===== config.mk =====
export PLATFORM = sky130hd
export DESIGN_NAME = rx_frame_align
export DESIGN_NICKNAME = d
export VERILOG_FILES = /design/src/design/rx_align_pkg.sv /design/src/design/rx_faw_matcher.sv /design/src/design/rx_lock_fsm.sv /design/src/design/rx_boundary_counter.sv /design/src/design/rx_frame_align.sv
export SDC_FILE = /design/constraint.sdc
export NUM_CORES = 1
export LEC_CHECK = 0
export BUFFER_PORTS_ARGS = -buffer_cell sky130_fd_sc_hd__buf_2
export CORE_MARGIN = 2
export CORE_UTILIZATION = 54
export CTS_BUF_LIST = sky130_fd_sc_hd__clkbuf_4
export CTS_CLUSTER_DIAMETER = 150
export CTS_CLUSTER_SIZE = 28
export DETAILED_ROUTE_END_ITERATION = 10
export HOLD_SLACK_MARGIN = 0.03
export PLACE_DENSITY = 0.93
export SKIP_CTS_REPAIR_TIMING = 1
export SLEW_MARGIN = 10
export SYNTH_ARGS = -nofsm -noshare
export SYNTH_HDL_FRONTEND = slang
export SYNTH_SLANG_ARGS = --single-unit

===== constraint.sdc =====
create_clock -name clk_i -period 4 [get_ports clk_i]
set_input_delay 1.2 -clock clk_i [delete_from_list [all_inputs] [get_ports clk_i]]
set_output_delay 1.2 -clock clk_i [all_outputs]
set_load 0.01 [all_outputs]

===== src/design/rx_align_pkg.sv =====
/*
 * Frame aligner shared definitions: link word type, alignment word pattern
 * and the lock state encoding
 */
package rx_align_pkg;

   // One link word as carried on the receive path
   typedef logic [63:0] word_t;

   // Frame alignment word
   // Chosen with balanced ones and zeros and few long runs, so random
   // scrambled data is unlikely to mimic it
   localparam word_t FAW_PATTERN = 64'hf628_c3a5_5a3c_27d9;

   // Lock search states
   // HUNT     waiting for any alignment word
   // VERIFY   counting alignment words at the expected spacing
   // LOCKED   frame position fixed until the aligner is disabled
   typedef enum logic [1:0] {
      ST_HUNT   = 2'd0,
      ST_VERIFY = 2'd1,
      ST_LOCKED = 2'd2
   } lock_state_t;

endpackage


===== src/design/rx_faw_matcher.sv =====
`timescale 1ns/1ps
/*
 * FAW matcher: registers each link word, compares it with the alignment
 * pattern and times the gap from one pattern hit to the next
 */
module rx_faw_matcher
   import rx_align_pkg::*;
#(
   parameter int FAW_DISTANCE = 64
) (
   input  logic  clk_i,
   input  logic  rst_n_i,
   input  logic  enable_i,
   input  word_t tdata_i,
   output logic  faw_hit_o,
   output logic  faw_spaced_o,
   output logic  faw_missing_o
);

   // Gap counter must reach FAW_DISTANCE so it can saturate there
   localparam int GAP_W = $clog2(FAW_DISTANCE + 1);

   typedef logic [GAP_W-1:0] gap_cnt_t;

   // Non-FAW words expected between two correctly spaced hits
   localparam gap_cnt_t GAP_LAST = gap_cnt_t'(FAW_DISTANCE - 1);
   localparam gap_cnt_t GAP_MAX  = gap_cnt_t'(FAW_DISTANCE);

   word_t    word_q;
   logic     word_vld_q;
   logic     is_faw;
   logic     seen_q;
   gap_cnt_t gap_q;

   // Input stage, payload only
   always_ff @(posedge clk_i) begin
      word_q <= tdata_i;
   end

   // Marks a word that was captured while the aligner was enabled
   always_ff @(posedge clk_i) begin
      if (!rst_n_i || !enable_i) begin
         word_vld_q <= 1'b0;
      end else begin
         word_vld_q <= 1'b1;
      end
   end

   assign is_faw = word_vld_q && (word_q == FAW_PATTERN);

   // Flag stage
   // seen_q holds off the spaced and missing strobes until a first hit
   // has given the gap counter a reference point
   always_ff @(posedge clk_i) begin
      if (!rst_n_i || !enable_i) begin
         faw_hit_o     <= 1'b0;
         faw_spaced_o  <= 1'b0;
         faw_missing_o <= 1'b0;
         seen_q        <= 1'b0;
         gap_q         <= '0;
      end else begin
         faw_hit_o     <= is_faw;
         faw_spaced_o  <= is_faw && seen_q && (gap_q == GAP_LAST);
         faw_missing_o <= !is_faw && seen_q && (gap_q == GAP_LAST);

         if (is_faw) begin
            seen_q <= 1'b1;
            gap_q  <= '0;
         end else if (seen_q && (gap_q != GAP_MAX)) begin
            // Saturate so a long silence cannot wrap into a false spacing
            gap_q <= gap_q + 1'b1;
         end
      end
   end

endmodule


===== src/design/rx_lock_fsm.sv =====
`timescale 1ns/1ps
/*
 * Lock FSM: hunts for an alignment word, verifies a run of correctly
 * spaced ones and pulses lock_start_o once when the run is complete
 */
module rx_lock_fsm
   import rx_align_pkg::*;
#(
   parameter int LOCK_COUNT = 8
) (
   input  logic clk_i,
   input  logic rst_n_i,
   input  logic enable_i,
   input  logic faw_hit_i,
   input  logic faw_spaced_i,
   input  logic faw_missing_i,
   output logic lock_start_o
);

   localparam int VCNT_W = $clog2(LOCK_COUNT + 1);

   typedef logic [VCNT_W-1:0] vcnt_t;

   localparam vcnt_t VCNT_ONE  = vcnt_t'(1);
   localparam vcnt_t VCNT_FULL = vcnt_t'(LOCK_COUNT);

   lock_state_t state_q;
   lock_state_t state_d;
   vcnt_t       cnt_q;
   vcnt_t       cnt_d;
   logic        lock_start_d;

   // Next state
   always_comb begin
      state_d      = state_q;
      cnt_d        = cnt_q;
      lock_start_d = 1'b0;

      unique case (state_q)
         ST_HUNT: begin
            // Any alignment word is taken as a candidate frame start
            if (faw_hit_i) begin
               state_d = ST_VERIFY;
               cnt_d   = VCNT_ONE;
            end
         end

         ST_VERIFY: begin
            if (faw_spaced_i) begin
               cnt_d = cnt_q + 1'b1;
               if (cnt_d == VCNT_FULL) begin
                  state_d      = ST_LOCKED;
                  lock_start_d = 1'b1;
               end
            end else if (faw_hit_i) begin
               // Hit at the wrong distance, treat it as a new candidate
               cnt_d = VCNT_ONE;
            end else if (faw_missing_i) begin
               state_d = ST_HUNT;
               cnt_d   = '0;
            end
         end

         ST_LOCKED: begin
            // Data is ignored here, only disable leaves this state
            state_d = ST_LOCKED;
         end

         default: begin
            state_d = ST_HUNT;
            cnt_d   = '0;
         end
      endcase
   end

   // State registers
   always_ff @(posedge clk_i) begin
      if (!rst_n_i || !enable_i) begin
         state_q      <= ST_HUNT;
         cnt_q        <= '0;
         lock_start_o <= 1'b0;
      end else begin
         state_q      <= state_d;
         cnt_q        <= cnt_d;
         lock_start_o <= lock_start_d;
      end
   end

endmodule


===== src/design/rx_boundary_counter.sv =====
`timescale 1ns/1ps
/*
 * Boundary counter: free-running slot counter started at lock, marks
 * frame boundaries at slot 0 and CRC boundaries every CRC_INTERVAL slots
 */
module rx_boundary_counter #(
   parameter int FAW_DISTANCE = 64,
   parameter int CRC_INTERVAL = 7
) (
   input  logic clk_i,
   input  logic rst_n_i,
   input  logic enable_i,
   input  logic lock_start_i,
   output logic locked_o,
   output logic faw_boundary_o,
   output logic crc_boundary_o
);

   localparam int SLOT_W = (FAW_DISTANCE > 1) ? $clog2(FAW_DISTANCE) : 1;
   localparam int SUB_W  = (CRC_INTERVAL > 1) ? $clog2(CRC_INTERVAL) : 1;

   typedef logic [SLOT_W-1:0] slot_t;
   typedef logic [SUB_W-1:0]  sub_t;

   localparam slot_t SLOT_LAST = slot_t'(FAW_DISTANCE - 1);
   localparam sub_t  SUB_LAST  = sub_t'(CRC_INTERVAL - 1);

   slot_t slot_q;
   slot_t slot_d;
   sub_t  sub_q;
   sub_t  sub_d;

   // Slot and sub-counter advance
   // Sub-counter realigns at slot 0 since the frame is one word longer
   // than a whole number of CRC intervals
   always_comb begin
      if (slot_q == SLOT_LAST) begin
         slot_d = '0;
         sub_d  = '0;
      end else begin
         slot_d = slot_q + 1'b1;
         sub_d  = (sub_q == SUB_LAST) ? '0 : sub_q + 1'b1;
      end
   end

   always_ff @(posedge clk_i) begin
      if (!rst_n_i || !enable_i) begin
         locked_o       <= 1'b0;
         faw_boundary_o <= 1'b0;
         crc_boundary_o <= 1'b0;
         slot_q         <= '0;
         sub_q          <= '0;
      end else if (lock_start_i) begin
         // First locked cycle is also the first frame boundary
         locked_o       <= 1'b1;
         faw_boundary_o <= 1'b1;
         crc_boundary_o <= 1'b0;
         slot_q         <= '0;
         sub_q          <= '0;
      end else if (locked_o) begin
         slot_q         <= slot_d;
         sub_q          <= sub_d;
         faw_boundary_o <= (slot_d == '0);
         crc_boundary_o <= (sub_d == '0) && (slot_d != '0);
      end
   end

endmodule


===== src/design/rx_frame_align.sv =====
`timescale 1ns/1ps
/*
 * Receive frame aligner top: FAW matcher, lock FSM and boundary counter
 * in a chain, with the link data passed straight through
 */
module rx_frame_align
   import rx_align_pkg::*;
#(
   parameter int FAW_DISTANCE = 64,
   parameter int LOCK_COUNT   = 8,
   parameter int CRC_INTERVAL = 7
) (
   input  logic  clk_i,
   input  logic  rst_n_i,
   input  logic  enable_i,
   input  word_t tdata_i,
   output word_t tdata_o,
   output logic  locked_o,
   output logic  faw_boundary_o,
   output logic  crc_boundary_o
);

   logic faw_hit;
   logic faw_spaced;
   logic faw_missing;
   logic lock_start;

   // Zero latency data path
   assign tdata_o = tdata_i;

   rx_faw_matcher #(
      .FAW_DISTANCE (FAW_DISTANCE)
   ) u_faw_matcher (
      .clk_i         (clk_i),
      .rst_n_i       (rst_n_i),
      .enable_i      (enable_i),
      .tdata_i       (tdata_i),
      .faw_hit_o     (faw_hit),
      .faw_spaced_o  (faw_spaced),
      .faw_missing_o (faw_missing)
   );

   rx_lock_fsm #(
      .LOCK_COUNT (LOCK_COUNT)
   ) u_lock_fsm (
      .clk_i         (clk_i),
      .rst_n_i       (rst_n_i),
      .enable_i      (enable_i),
      .faw_hit_i     (faw_hit),
      .faw_spaced_i  (faw_spaced),
      .faw_missing_i (faw_missing),
      .lock_start_o  (lock_start)
   );

   rx_boundary_counter #(
      .FAW_DISTANCE (FAW_DISTANCE),
      .CRC_INTERVAL (CRC_INTERVAL)
   ) u_boundary_counter (
      .clk_i          (clk_i),
      .rst_n_i        (rst_n_i),
      .enable_i       (enable_i),
      .lock_start_i   (lock_start),
      .locked_o       (locked_o),
      .faw_boundary_o (faw_boundary_o),
      .crc_boundary_o (crc_boundary_o)
   );

endmodule


==> run_results.csv, run 1 <==
group,metric,value,unit
synthesis,synth_top_area_share,55.2,%
cts,cts_buffers,9,
cts,clockRootBuffer,"clkbuf_4",
global_route,grt_pass1_vias,2517,
synthesis,synth_top_cells_by_count,"dfxtp_1 (95), buf_4 (64), nor2_1 (26)",
setup_path,worstPathCellList,"buf_2, buf_2",
synthesis,syn_nets,399,
timing,relSlewSlack,54.1,%
synthesis,synth_cells,328,
global_route,grt_pass1_wl,11400,um
timing,fin_crit,2650,ps
final_layout,area_growth_syn_to_layout,11.5,%
synthesis,seq_area_frac_synth,55.2,%
drt,vias_per_cell,5.27,
drt,wl_per_cell,14.5,um
synthesis,yosysTopAreaCell,"dfxtp_1",
drt,first_iter_violations,229,
outcome,status,"finished, final reports clean",
synthesis,synthArstFlopShare,0,%
timing,max_freq,378,MHz
timing,drv_slew,0,
placed_design,gp_congestion,0.796,
cts,cts_buffer_depth,2,
job,timing.max_cap.violations,0,
timing,finalSetupTns,0,ps
global_route,grt_usage,20.8,%
die,die_width,83.9,um
final_layout,layout.nets,475,
timing,tightest_slew,687,ps
setup_path,cp_common_cell,"buf_2",
synthesis,syn_area,0.00344,mm^2
die,die_h,83.9,um
final_layout,insertedDiodeCount,0,
cts,clock_latency,450,ps
cts,cts-htree-levels,3,
final_layout,fin_util,61.5,%
setup_path,cp_slowest_stage_delay,130,ps
cts,cts.clk_slew.worst_paths,150,ps
final_layout,nFillCells,547,
pwr,powerDensity,412,mW/mm^2
setup_path,crit_fanout,2,
setup_path,cp.buffers_inverters,2,
synthesis,yosys_warnings,0,
synthesis,synth_area_leaders,"dfxtp_1 (55%), buf_4 (14%), nor2_1 (2.8%)",
timing,setup_viol,0,
hold_path,hp-class,"reg -> reg",
final_layout,drive_gt1_share,38.6,%
die,pin_count,134,
drt,post-route-drc-count,0,
placed_design,dp_cells,470,
synthesis,synth_most_common_cell,"dfxtp_1",
setup_path,required,2800,ps
die,row_count,29,
placed_design,io_buffers,133,
pwr,ir_drop,293,uV
synthesis,synth_ff_type,"dfxtp_1",
final_layout,final_area,0.00384,mm^2
setup_path,crit_type,"in -> out",
synthesis,ys_types,43,
timing,rsz0062_at_grt,"no",
synthesis,avgSynthCellArea,10.5,um^2
setup_path,cp-end-kind,"output port",
final_layout,stdcell_count,486,
die,core_area,0.00624,mm^2
global_route,grt_overflow_total,0,
setup_path,crit_arrival,1450,ps
synthesis,synth_edf_count,0,
placed_design,dp_hpwl,5550,um
global_route,grt_start_max_net_pins,21,
setup_path,cp_slowest_cell,"buf_2",
placed_design,placed_cell_area,0.00371,mm^2
synthesis,ys_ff_latch,95,
drt,drtAntennaViolNets,0,
drt,firstDrtPassIters,4,
timing,hold_viol,0,
die,dieArea,0.00703,mm^2
cts,cts_tree,"done",
timing,finalCritPeriodShare,66.2,%
timing,clock-skew-final,12.6,ps
die,start_util,55.2,%
drt,vias,2560,
setup_path,crit_family,"buffers and inverters",
drt,wl,7070,um
setup_path,start_kind,"primary input",
global_route,antenna_found_initial,0,
pwr,p_leak,1.65,nW
cts,cts.sinks,95,
metal layers:
metal  up-vias  share of wire, %  GRT usage (%)
li1       1231                 -              -
met1      1207                37           21.8
met2       108                54           38.1
met3        14               7.2           7.22
met4         0               2.1           7.77
met5         -                 0              0
power by group:
group | switching [mW] | internal (mW) | total, mW
registers | 0.0176 | 0.982 | 0.999
clock network | 0.331 | 0.145 | 0.477
logic | 0.0532 | 0.0533 | 0.106
total | 0.402 | 1.18 | 1.58
cell type report:
type	instances	area, um^2	share of cell area, %
repair buffers	133	666	17.3
inverters	8	30.0	0.782
clock inverters	6	53.8	1.40
multi-input cells	157	1020	26.5
flip-flops and latches	95	1900	49.5
clock buffers	10	75.1	1.96
well taps	77	96.3	2.51
cell usage in the layout, fill, tap and decap left out, types with 2 or more instances in the layout:
master	netlist	final
clkinvlp_4	0	3
xnor2_1	5	5
xor2_1	4	4
nor4_1	5	5
and3_1	2	2
mux2i_1	2	2
or4bb_1	2	2
dfxtp_1	95	95
nand3b_1	3	3
nor2_1	26	26
nand3_1	4	4
o21ai_0	6	6
clkbuf_4	0	10
or4b_2	3	3
nor4bb_1	2	2
and4b_1	2	2
o22a_1	2	2
nand2_1	16	16
nand2b_1	3	3
nand4bb_1	3	3
ha_1	4	4
buf_2	0	133
or3_1	2	2
nand4b_1	6	6
nor3_1	13	13
a211oi_1	2	2
inv_1	8	8
nand4_1	9	9
a21oi_1	11	11
nor4b_1	6	6
inv_8	0	2
sequential cells by signal, summed over array words and instances (netlist names):
register                           cells
u_faw_matcher.word_q                  64
u_faw_matcher.gap_q                    7
u_boundary_counter.slot_q              6
u_lock_fsm.cnt_q                       4
u_boundary_counter.sub_q               3
u_lock_fsm.state_q                     2
u_boundary_counter.crc_boundary_o      1
u_boundary_counter.faw_boundary_o      1
u_boundary_counter.locked_o            1
u_faw_matcher.faw_hit_o                1
u_faw_matcher.faw_missing_o            1
u_faw_matcher.faw_spaced_o             1
u_faw_matcher.seen_q                   1
u_faw_matcher.word_vld_q               1
u_lock_fsm.lock_start_o                1
final timing paths:
path / depth (start not counted) / slack, ps / start / endpoint
max: 2 / 1350 / tdata_i[56] / tdata_o[56]
min: 2 / 490 / u_boundary_counter.sub_q[2] / u_boundary_counter.sub_q[2]
max reg2reg: 5 / 1680 / u_faw_matcher.word_q[14] / u_faw_matcher.gap_q[6]
min reg2reg: 2 / 490 / u_boundary_counter.sub_q[2] / u_boundary_counter.sub_q[2]
cells by family (layout without fill, tap and decap cells):
family,after synthesis,in the layout,synth area share [%]
and+or+nand+nor,114,114,20.0
adders and majority gates,4,4,1.45
DFF,95,95,55.2
buffers and inverters,76,157,15.3
xor gates and xnor gates,9,9,2.29
muxes,2,2,0.581
AOI/OAI and AO/OA,28,28,5.19
per-stage QoR:
stage / hold slack (ps) / power [mW] / setup slack (ps)
after floorplan: 450 / 1.09 / 1480
after global placement: 465 / 1.12 / 1350
after detailed placement: 471 / 1.13 / 1340
after CTS: 492 / 1.59 / 1340
after global routing: 506 / 1.64 / 1340
final: 492 / 1.58 / 1350
Power figures use the tool's default switching activity.
==> run 2, diff against run 1 <==
--- a/config.mk
+++ b/config.mk
@@ -7,13 +7,13 @@
 export LEC_CHECK = 0
 export BUFFER_PORTS_ARGS = -buffer_cell sky130_fd_sc_hd__buf_2
 export CORE_MARGIN = 2
-export CORE_UTILIZATION = 54
+export CORE_UTILIZATION = 45
 export CTS_BUF_LIST = sky130_fd_sc_hd__clkbuf_4
 export CTS_CLUSTER_DIAMETER = 150
 export CTS_CLUSTER_SIZE = 28
 export DETAILED_ROUTE_END_ITERATION = 10
 export HOLD_SLACK_MARGIN = 0.03
-export PLACE_DENSITY = 0.93
+export PLACE_DENSITY = 0.84
 export SKIP_CTS_REPAIR_TIMING = 1
 export SLEW_MARGIN = 10
 export SYNTH_ARGS = -nofsm -noshare
==> constraint.sdc (replaced) <==
create_clock -name clk_i -period 2.15 [get_ports clk_i]
set_input_delay 0.645 -clock clk_i [delete_from_list [all_inputs] [get_ports clk_i]]
set_output_delay 0.645 -clock clk_i [all_outputs]
set_load 0.01 [all_outputs]
==> run 2 against run 1 <==
  * Flip-flop and latch count unchanged
  * Total power rose by 90%
  * Worst setup slack worse by 1100 ps
  * Highest routed layer unchanged
  * Clock-buffer cell count is 1 lower
  * Cell count up 4.9%
  * Core utilization fell by 8.2 points
  * Via count is 1.9% lower
  * Global-route usage fell by 4.8 points
  * First-iteration DRC count is 48% lower
  * Clock power up 97%
==> run_results.csv, run 2 (synthesized netlist as in run 1, its figures left out) <==
group,metric,value,unit
outcome,status,"finished, final reports clean",
pwr,p_leak,1.68,nW
final_layout,layout.cells.most_common_list,"buf_2 (133), dfxtp_1 (95), nor2_1 (26)",
hold_path,hp-class,"in -> reg",
pwr,ir_drop,479,uV
timing,hold_viol,0,
pwr,power,3.00,mW
global_route,grt_start_max_net_pins,21,
die,die_width,91.5,um
setup_path,required,2520,ps
timing,fin_ws,215,ps
global_route,grt_pass1_wl,10500,um
drt,vias,2512,
die,pin_count,134,
timing,tightest_slew,467,ps
final_layout,fin_util,53.4,%
cts,cts_buffer_depth,2,
drt,vias_per_cell,4.93,
cts,cts-htree-levels,3,
final_layout,layout.nets,477,
timing,rsz0062_at_grt,"no",
final_layout,regMostFlops,"u_faw_matcher.word_q",
cts,clockRootBuffer,"clkbuf_4",
drt,drtAntennaViolNets,0,
timing,clock-skew-final,21.5,ps
drt,firstDrtPassIters,4,
placed_design,place_ws,202,ps
setup_path,cp_slowest_stage_delay,680,ps
timing,drv_slew,0,
timing,finalSetupTns,0,ps
cts,cts_buffers,9,
setup_path,start_kind,"register",
die,core_area,0.00733,mm^2
setup_path,crit_arrival,2310,ps
timing,setup_viol,0,
pwr,powerDensity,767,mW/mm^2
global_route,antenna_found_initial,0,
final_layout,drive_gt1_share,39.2,%
job,timing.max_cap.violations,0,
drt,post-route-drc-count,0,
setup_path,cp_slowest_cell,"or4b_2",
timing,timing.hold.ws,296,ps
die,die_h,91.5,um
final_layout,area_growth_syn_to_layout,13.5,%
timing,finalCritPeriodShare,90.0,%
setup_path,worstPathCellList,"or4b_2, o21ai_0, nor2_1, xnor2_1, nor3_1",
final_layout,stdcell_count,510,
timing,fin_crit,1940,ps
cts,cts_tree,"done",
final_layout,largest_reg_flops,64,
placed_design,gp_congestion,0.774,
placed_design,io_buffers,133,
timing,max_freq,517,MHz
drt,wl,6710,um
drt,wl_per_cell,13.2,um
die,row_count,31,
final_layout,final_area,0.00391,mm^2
placed_design,dp_cells,494,
placed_design,dp_hpwl,5270,um
cts,cts.sinks,95,
global_route,grt_pass1_vias,2342,
placed_design,placed_cell_area,0.00375,mm^2
setup_path,cp-end-kind,"register",
die,dieArea,0.00837,mm^2
setup_path,crit_fanout,5,
die,start_util,47.0,%
setup_path,cp.buffers_inverters,0,
final_layout,reg.largest.list,"u_faw_matcher.word_q (64), u_faw_matcher.gap_q (7), u_boundary_counter.slot_q (6)",
cts,cts.clk_slew.worst_paths,160,ps
global_route,grt_usage,16.0,%
setup_path,crit_type,"reg -> reg",
final_layout,insertedDiodeCount,0,
timing,relSlewSlack,68.5,%
setup_path,crit_family,"simple AND/OR/NAND/NOR gates",
cts,clock_latency,440,ps
final_layout,final_common_cell,"buf_2",
drt,first_iter_violations,118,
global_route,grt_overflow_total,0,
==> run 2: cell count changes in the layout (fill, tap and decap cells not counted), moves of 2 or more <==
cell and change:
clkinvlp_4 -3, clkinv_8 +2, buf_4 +2, clkinv_4 +2
==> run 2: final cells by class <==
| cell class | instances | area (um^2) |
|---|---|---|
| Inverter | 8 | 30.0 |
| Timing Repair Buffer | 135 | 681 |
| Clock buffer | 9 | 67.6 |
| Tap cell | 99 | 124 |
| Sequential cell | 95 | 1900 |
| Fill cell | 648 | 3420 |
| Multi-Input combinational cell | 157 | 1020 |
| Clock inverter | 7 | 83.8 |
==> run 2: per-layer routing <==
layer	GRT usage [%]	share of wire [%]	vias to the layer above
li1	-	-	1241
met1	17.6	39	1149
met2	28.7	53	115
met3	5.23	7.0	7
met4	5.68	1.2	0
met5	0	0	-
==> run 2: report_power, final <==
group	switching (mW)	internal [mW]
clock network	0.656	0.286
logic	0.0997	0.100
registers	0.0307	1.83
total	0.787	2.21
==> run 2: worst paths after layout <==
kind / startpoint / end / slack, ps / cells past startpoint
max reg2reg: u_faw_matcher.gap_q[2] / u_faw_matcher.gap_q[2] / 210 / 5
max: u_faw_matcher.gap_q[2] / u_faw_matcher.gap_q[2] / 210 / 5
min reg2reg: u_lock_fsm.lock_start_o / u_boundary_counter.locked_o / 500 / 2
min: tdata_i[24] / u_faw_matcher.word_q[24] / 300 / 1
==> run 2: worst reg2reg max path: cells and delay by family, from the launching register on <==
family	cells	cell delay (ps)
DFF	1	380
and+or+nand+nor	3	930
AOI/OAI and AO/OA	1	410
xor gates and xnor gates	1	150
==> run 3, diff against run 2 <==
--- a/config.mk
+++ b/config.mk
@@ -5,7 +5,7 @@
 export SDC_FILE = /design/constraint.sdc
 export NUM_CORES = 1
 export LEC_CHECK = 0
-export BUFFER_PORTS_ARGS = -buffer_cell sky130_fd_sc_hd__buf_2
+export BUFFER_PORTS_ARGS = -buffer_cell sky130_fd_sc_hd__buf_4
 export CORE_MARGIN = 2
 export CORE_UTILIZATION = 45
 export CTS_BUF_LIST = sky130_fd_sc_hd__clkbuf_4
==> run 3 against run 2 <==
  * Design area up 7.4%
  * Routed wire length up 2.3%
  * First-iteration DRC count up 3.4%
  * Critical path depth unchanged
  * Critical endpoint is now u_faw_matcher.seen_q
  * Register-to-register slack worse by 60 ps
  * Via count down 1.7%
  * Largest cell class unchanged
  * Cell count unchanged
  * Critical path type unchanged
  * Sequential power about the same
  * Clock-buffer cell count unchanged
  * Non-clock buffer count unchanged
  * Highest routed layer unchanged
  * Clock power down 15%
==> run_results.csv, run 3 (synthesized netlist as in run 1, its figures left out) <==
group,metric,value,unit
outcome,status,"finished, final reports clean",
global_route,grt_overflow_total,0,
cts,cts.sinks,95,
drt,wl,6860,um
cts,clockRootBuffer,"clkbuf_4",
setup_path,critical_path_depth,5,
placed_design,place_ws,198,ps
global_route,grt_pass1_wl,11200,um
drt,post-route-drc-count,0,
final_layout,layout.cells.most_common_list,"buf_4 (135), dfxtp_1 (95), nor2_1 (26)",
setup_path,setup.worst_path.start,"u_faw_matcher.word_q[15]",
setup_path,crit_fanout,3,
die,die_h,91.5,um
placed_design,dp_cells,494,
die,die_width,91.5,um
timing,drv_slew,0,
setup_path,cp.buffers_inverters,0,
timing,max_freq,501,MHz
timing,rsz0062_at_grt,"no",
final_layout,drive_gt1_share,38.7,%
timing,relSlewSlack,69.1,%
setup_path,worst-r2r-setup-slack,150,ps
drt,drtAntennaViolNets,0,
cts,cts.clk_slew.worst_paths,140,ps
final_layout,regMostFlops,"u_faw_matcher.word_q",
setup_path,reg2reg_from,"u_faw_matcher.word_q[15]",
timing,finalCritPeriodShare,92.8,%
final_layout,reg.largest.list,"u_faw_matcher.word_q (64), u_faw_matcher.gap_q (7), u_boundary_counter.slot_q (6)",
die,row_count,31,
final_layout,largest_reg_flops,64,
final_layout,stdcell_count,510,
hold_path,hp-class,"in -> reg",
pwr,powerDensity,698,mW/mm^2
placed_design,dp_hpwl,5560,um
final_layout,insertedDiodeCount,0,
drt,vias_per_cell,4.84,
global_route,grt_start_max_net_pins,20,
timing,hold_viol,0,
timing,clock-skew-final,11.8,ps
drt,vias,2470,
timing,fin_ws,154,ps
drt,first_iter_violations,122,
cts,clock_latency,410,ps
pwr,p_leak,1.77,nW
global_route,antenna_found_initial,0,
timing,tightest_slew,458,ps
final_layout,layout.nets,477,
setup_path,crit_family,"simple AND/OR/NAND/NOR gates",
timing,fin_crit,2000,ps
setup_path,critPathCapture,"u_faw_matcher.seen_q",
placed_design,gp_congestion,0.797,
cts,cts_tree,"done",
setup_path,cp_slowest_cell,"or4_4",
setup_path,required,2500,ps
drt,wl_per_cell,13.4,um
final_layout,final_common_cell,"buf_4",
job,timing.max_cap.violations,0,
die,pin_count,134,
setup_path,reg2reg_depth,5,
cts,cts_buffers,9,
drt,top_layer_used,"met4",
cts,cts-htree-levels,3,
drt,firstDrtPassIters,4,
global_route,grt_usage,16.9,%
setup_path,crit_arrival,2350,ps
drt,met1_length,2670,um
timing,finalSetupTns,0,ps
setup_path,worstPathCellList,"or4b_1, nor4_1, nand4_1, or4_4, a21oi_2",
setup_path,cp_slowest_stage_delay,550,ps
drt,met3_length,402,um
timing,timing.hold.ws,332,ps
timing,setup_viol,0,
setup_path,rr_endpoint,"u_faw_matcher.seen_q",
die,core_area,0.00733,mm^2
cts,cts_buffer_depth,2,
global_route,grt_pass1_vias,2529,
die,start_util,47.0,%
die,dieArea,0.00837,mm^2
setup_path,start_kind,"register",
drt,wl_met2,3680,um
pwr,ir_drop,577,uV
placed_design,io_buffers,133,
final_layout,area_growth_syn_to_layout,22.0,%
pwr,power,2.93,mW
setup_path,crit_type,"reg -> reg",
setup_path,cp-end-kind,"register",
[run 3: cell types whose count changed in the layout (fill, tap and decap cells not counted)]
cell        change
inv_8           -3
clkinv_2        +2
clkinv_8        -2
clkinv_4        -1
buf_4         +133
inv_6           +2
buf_2         -133
clkinvlp_4      +1
clkinv_1        +1
nor4_2          -1
nor4_1          +1
[run 3: worst min-delay path by stage]
stage                                             end  depth (start not counted)  slack (ps)                   startpoint
after floorplan           u_boundary_counter.locked_o                          2         450      u_lock_fsm.lock_start_o
after global placement    u_boundary_counter.sub_q[2]                          2         470  u_boundary_counter.sub_q[2]
after detailed placement  u_boundary_counter.sub_q[2]                          2         480  u_boundary_counter.sub_q[2]
after CTS                    u_faw_matcher.word_q[11]                          1         300                  tdata_i[11]
after global routing         u_faw_matcher.word_q[57]                          1         280                  tdata_i[57]
final                        u_faw_matcher.word_q[63]                          1         330                  tdata_i[63]
[run 3: cell type report]
type,instances,area [um^2]
clock buffer,9,67.6
fill,624,3130
tap,99,124
inverter,8,30.0
sequential,95,1900
timing repair buffer,135,1010
multi-input combinational,157,1020
clock inverter,7,47.5
[run 3: worst register-to-register path, delay by kind of cell, from the launching register on]
kind | cells | cell delay [ps]
AOI/OAI and AO/OA | 1 | 140
DFF | 1 | 330
and+or+nand+nor | 4 | 1480
[run 3: power breakdown]
part / total [mW] / internal [mW] / switching [mW]
clock network: 0.805 / 0.241 / 0.564
logic: 0.271 / 0.166 / 0.104
registers: 1.86 / 1.83 / 0.0304
total: 2.93 / 2.23 / 0.699
[run 3: per-stage QoR]
step / util [%] / instance area [um^2]
2_1_floorplan: - / 3440
3_3_place_gp: 55.7 / 4090
3_5_place_dp: 55.7 / 4090
4_1_cts: 57.3 / 4200
5_1_grt: 57.3 / 4200
6_report: 57.3 / 4200
[run 3: per-layer routing]
layer  vias to the layer above  track usage [%]
li1                       1241                -
met1                      1138             18.2
met2                        83             30.5
met3                         8             4.23
met4                         0             8.08
met5                         -                0
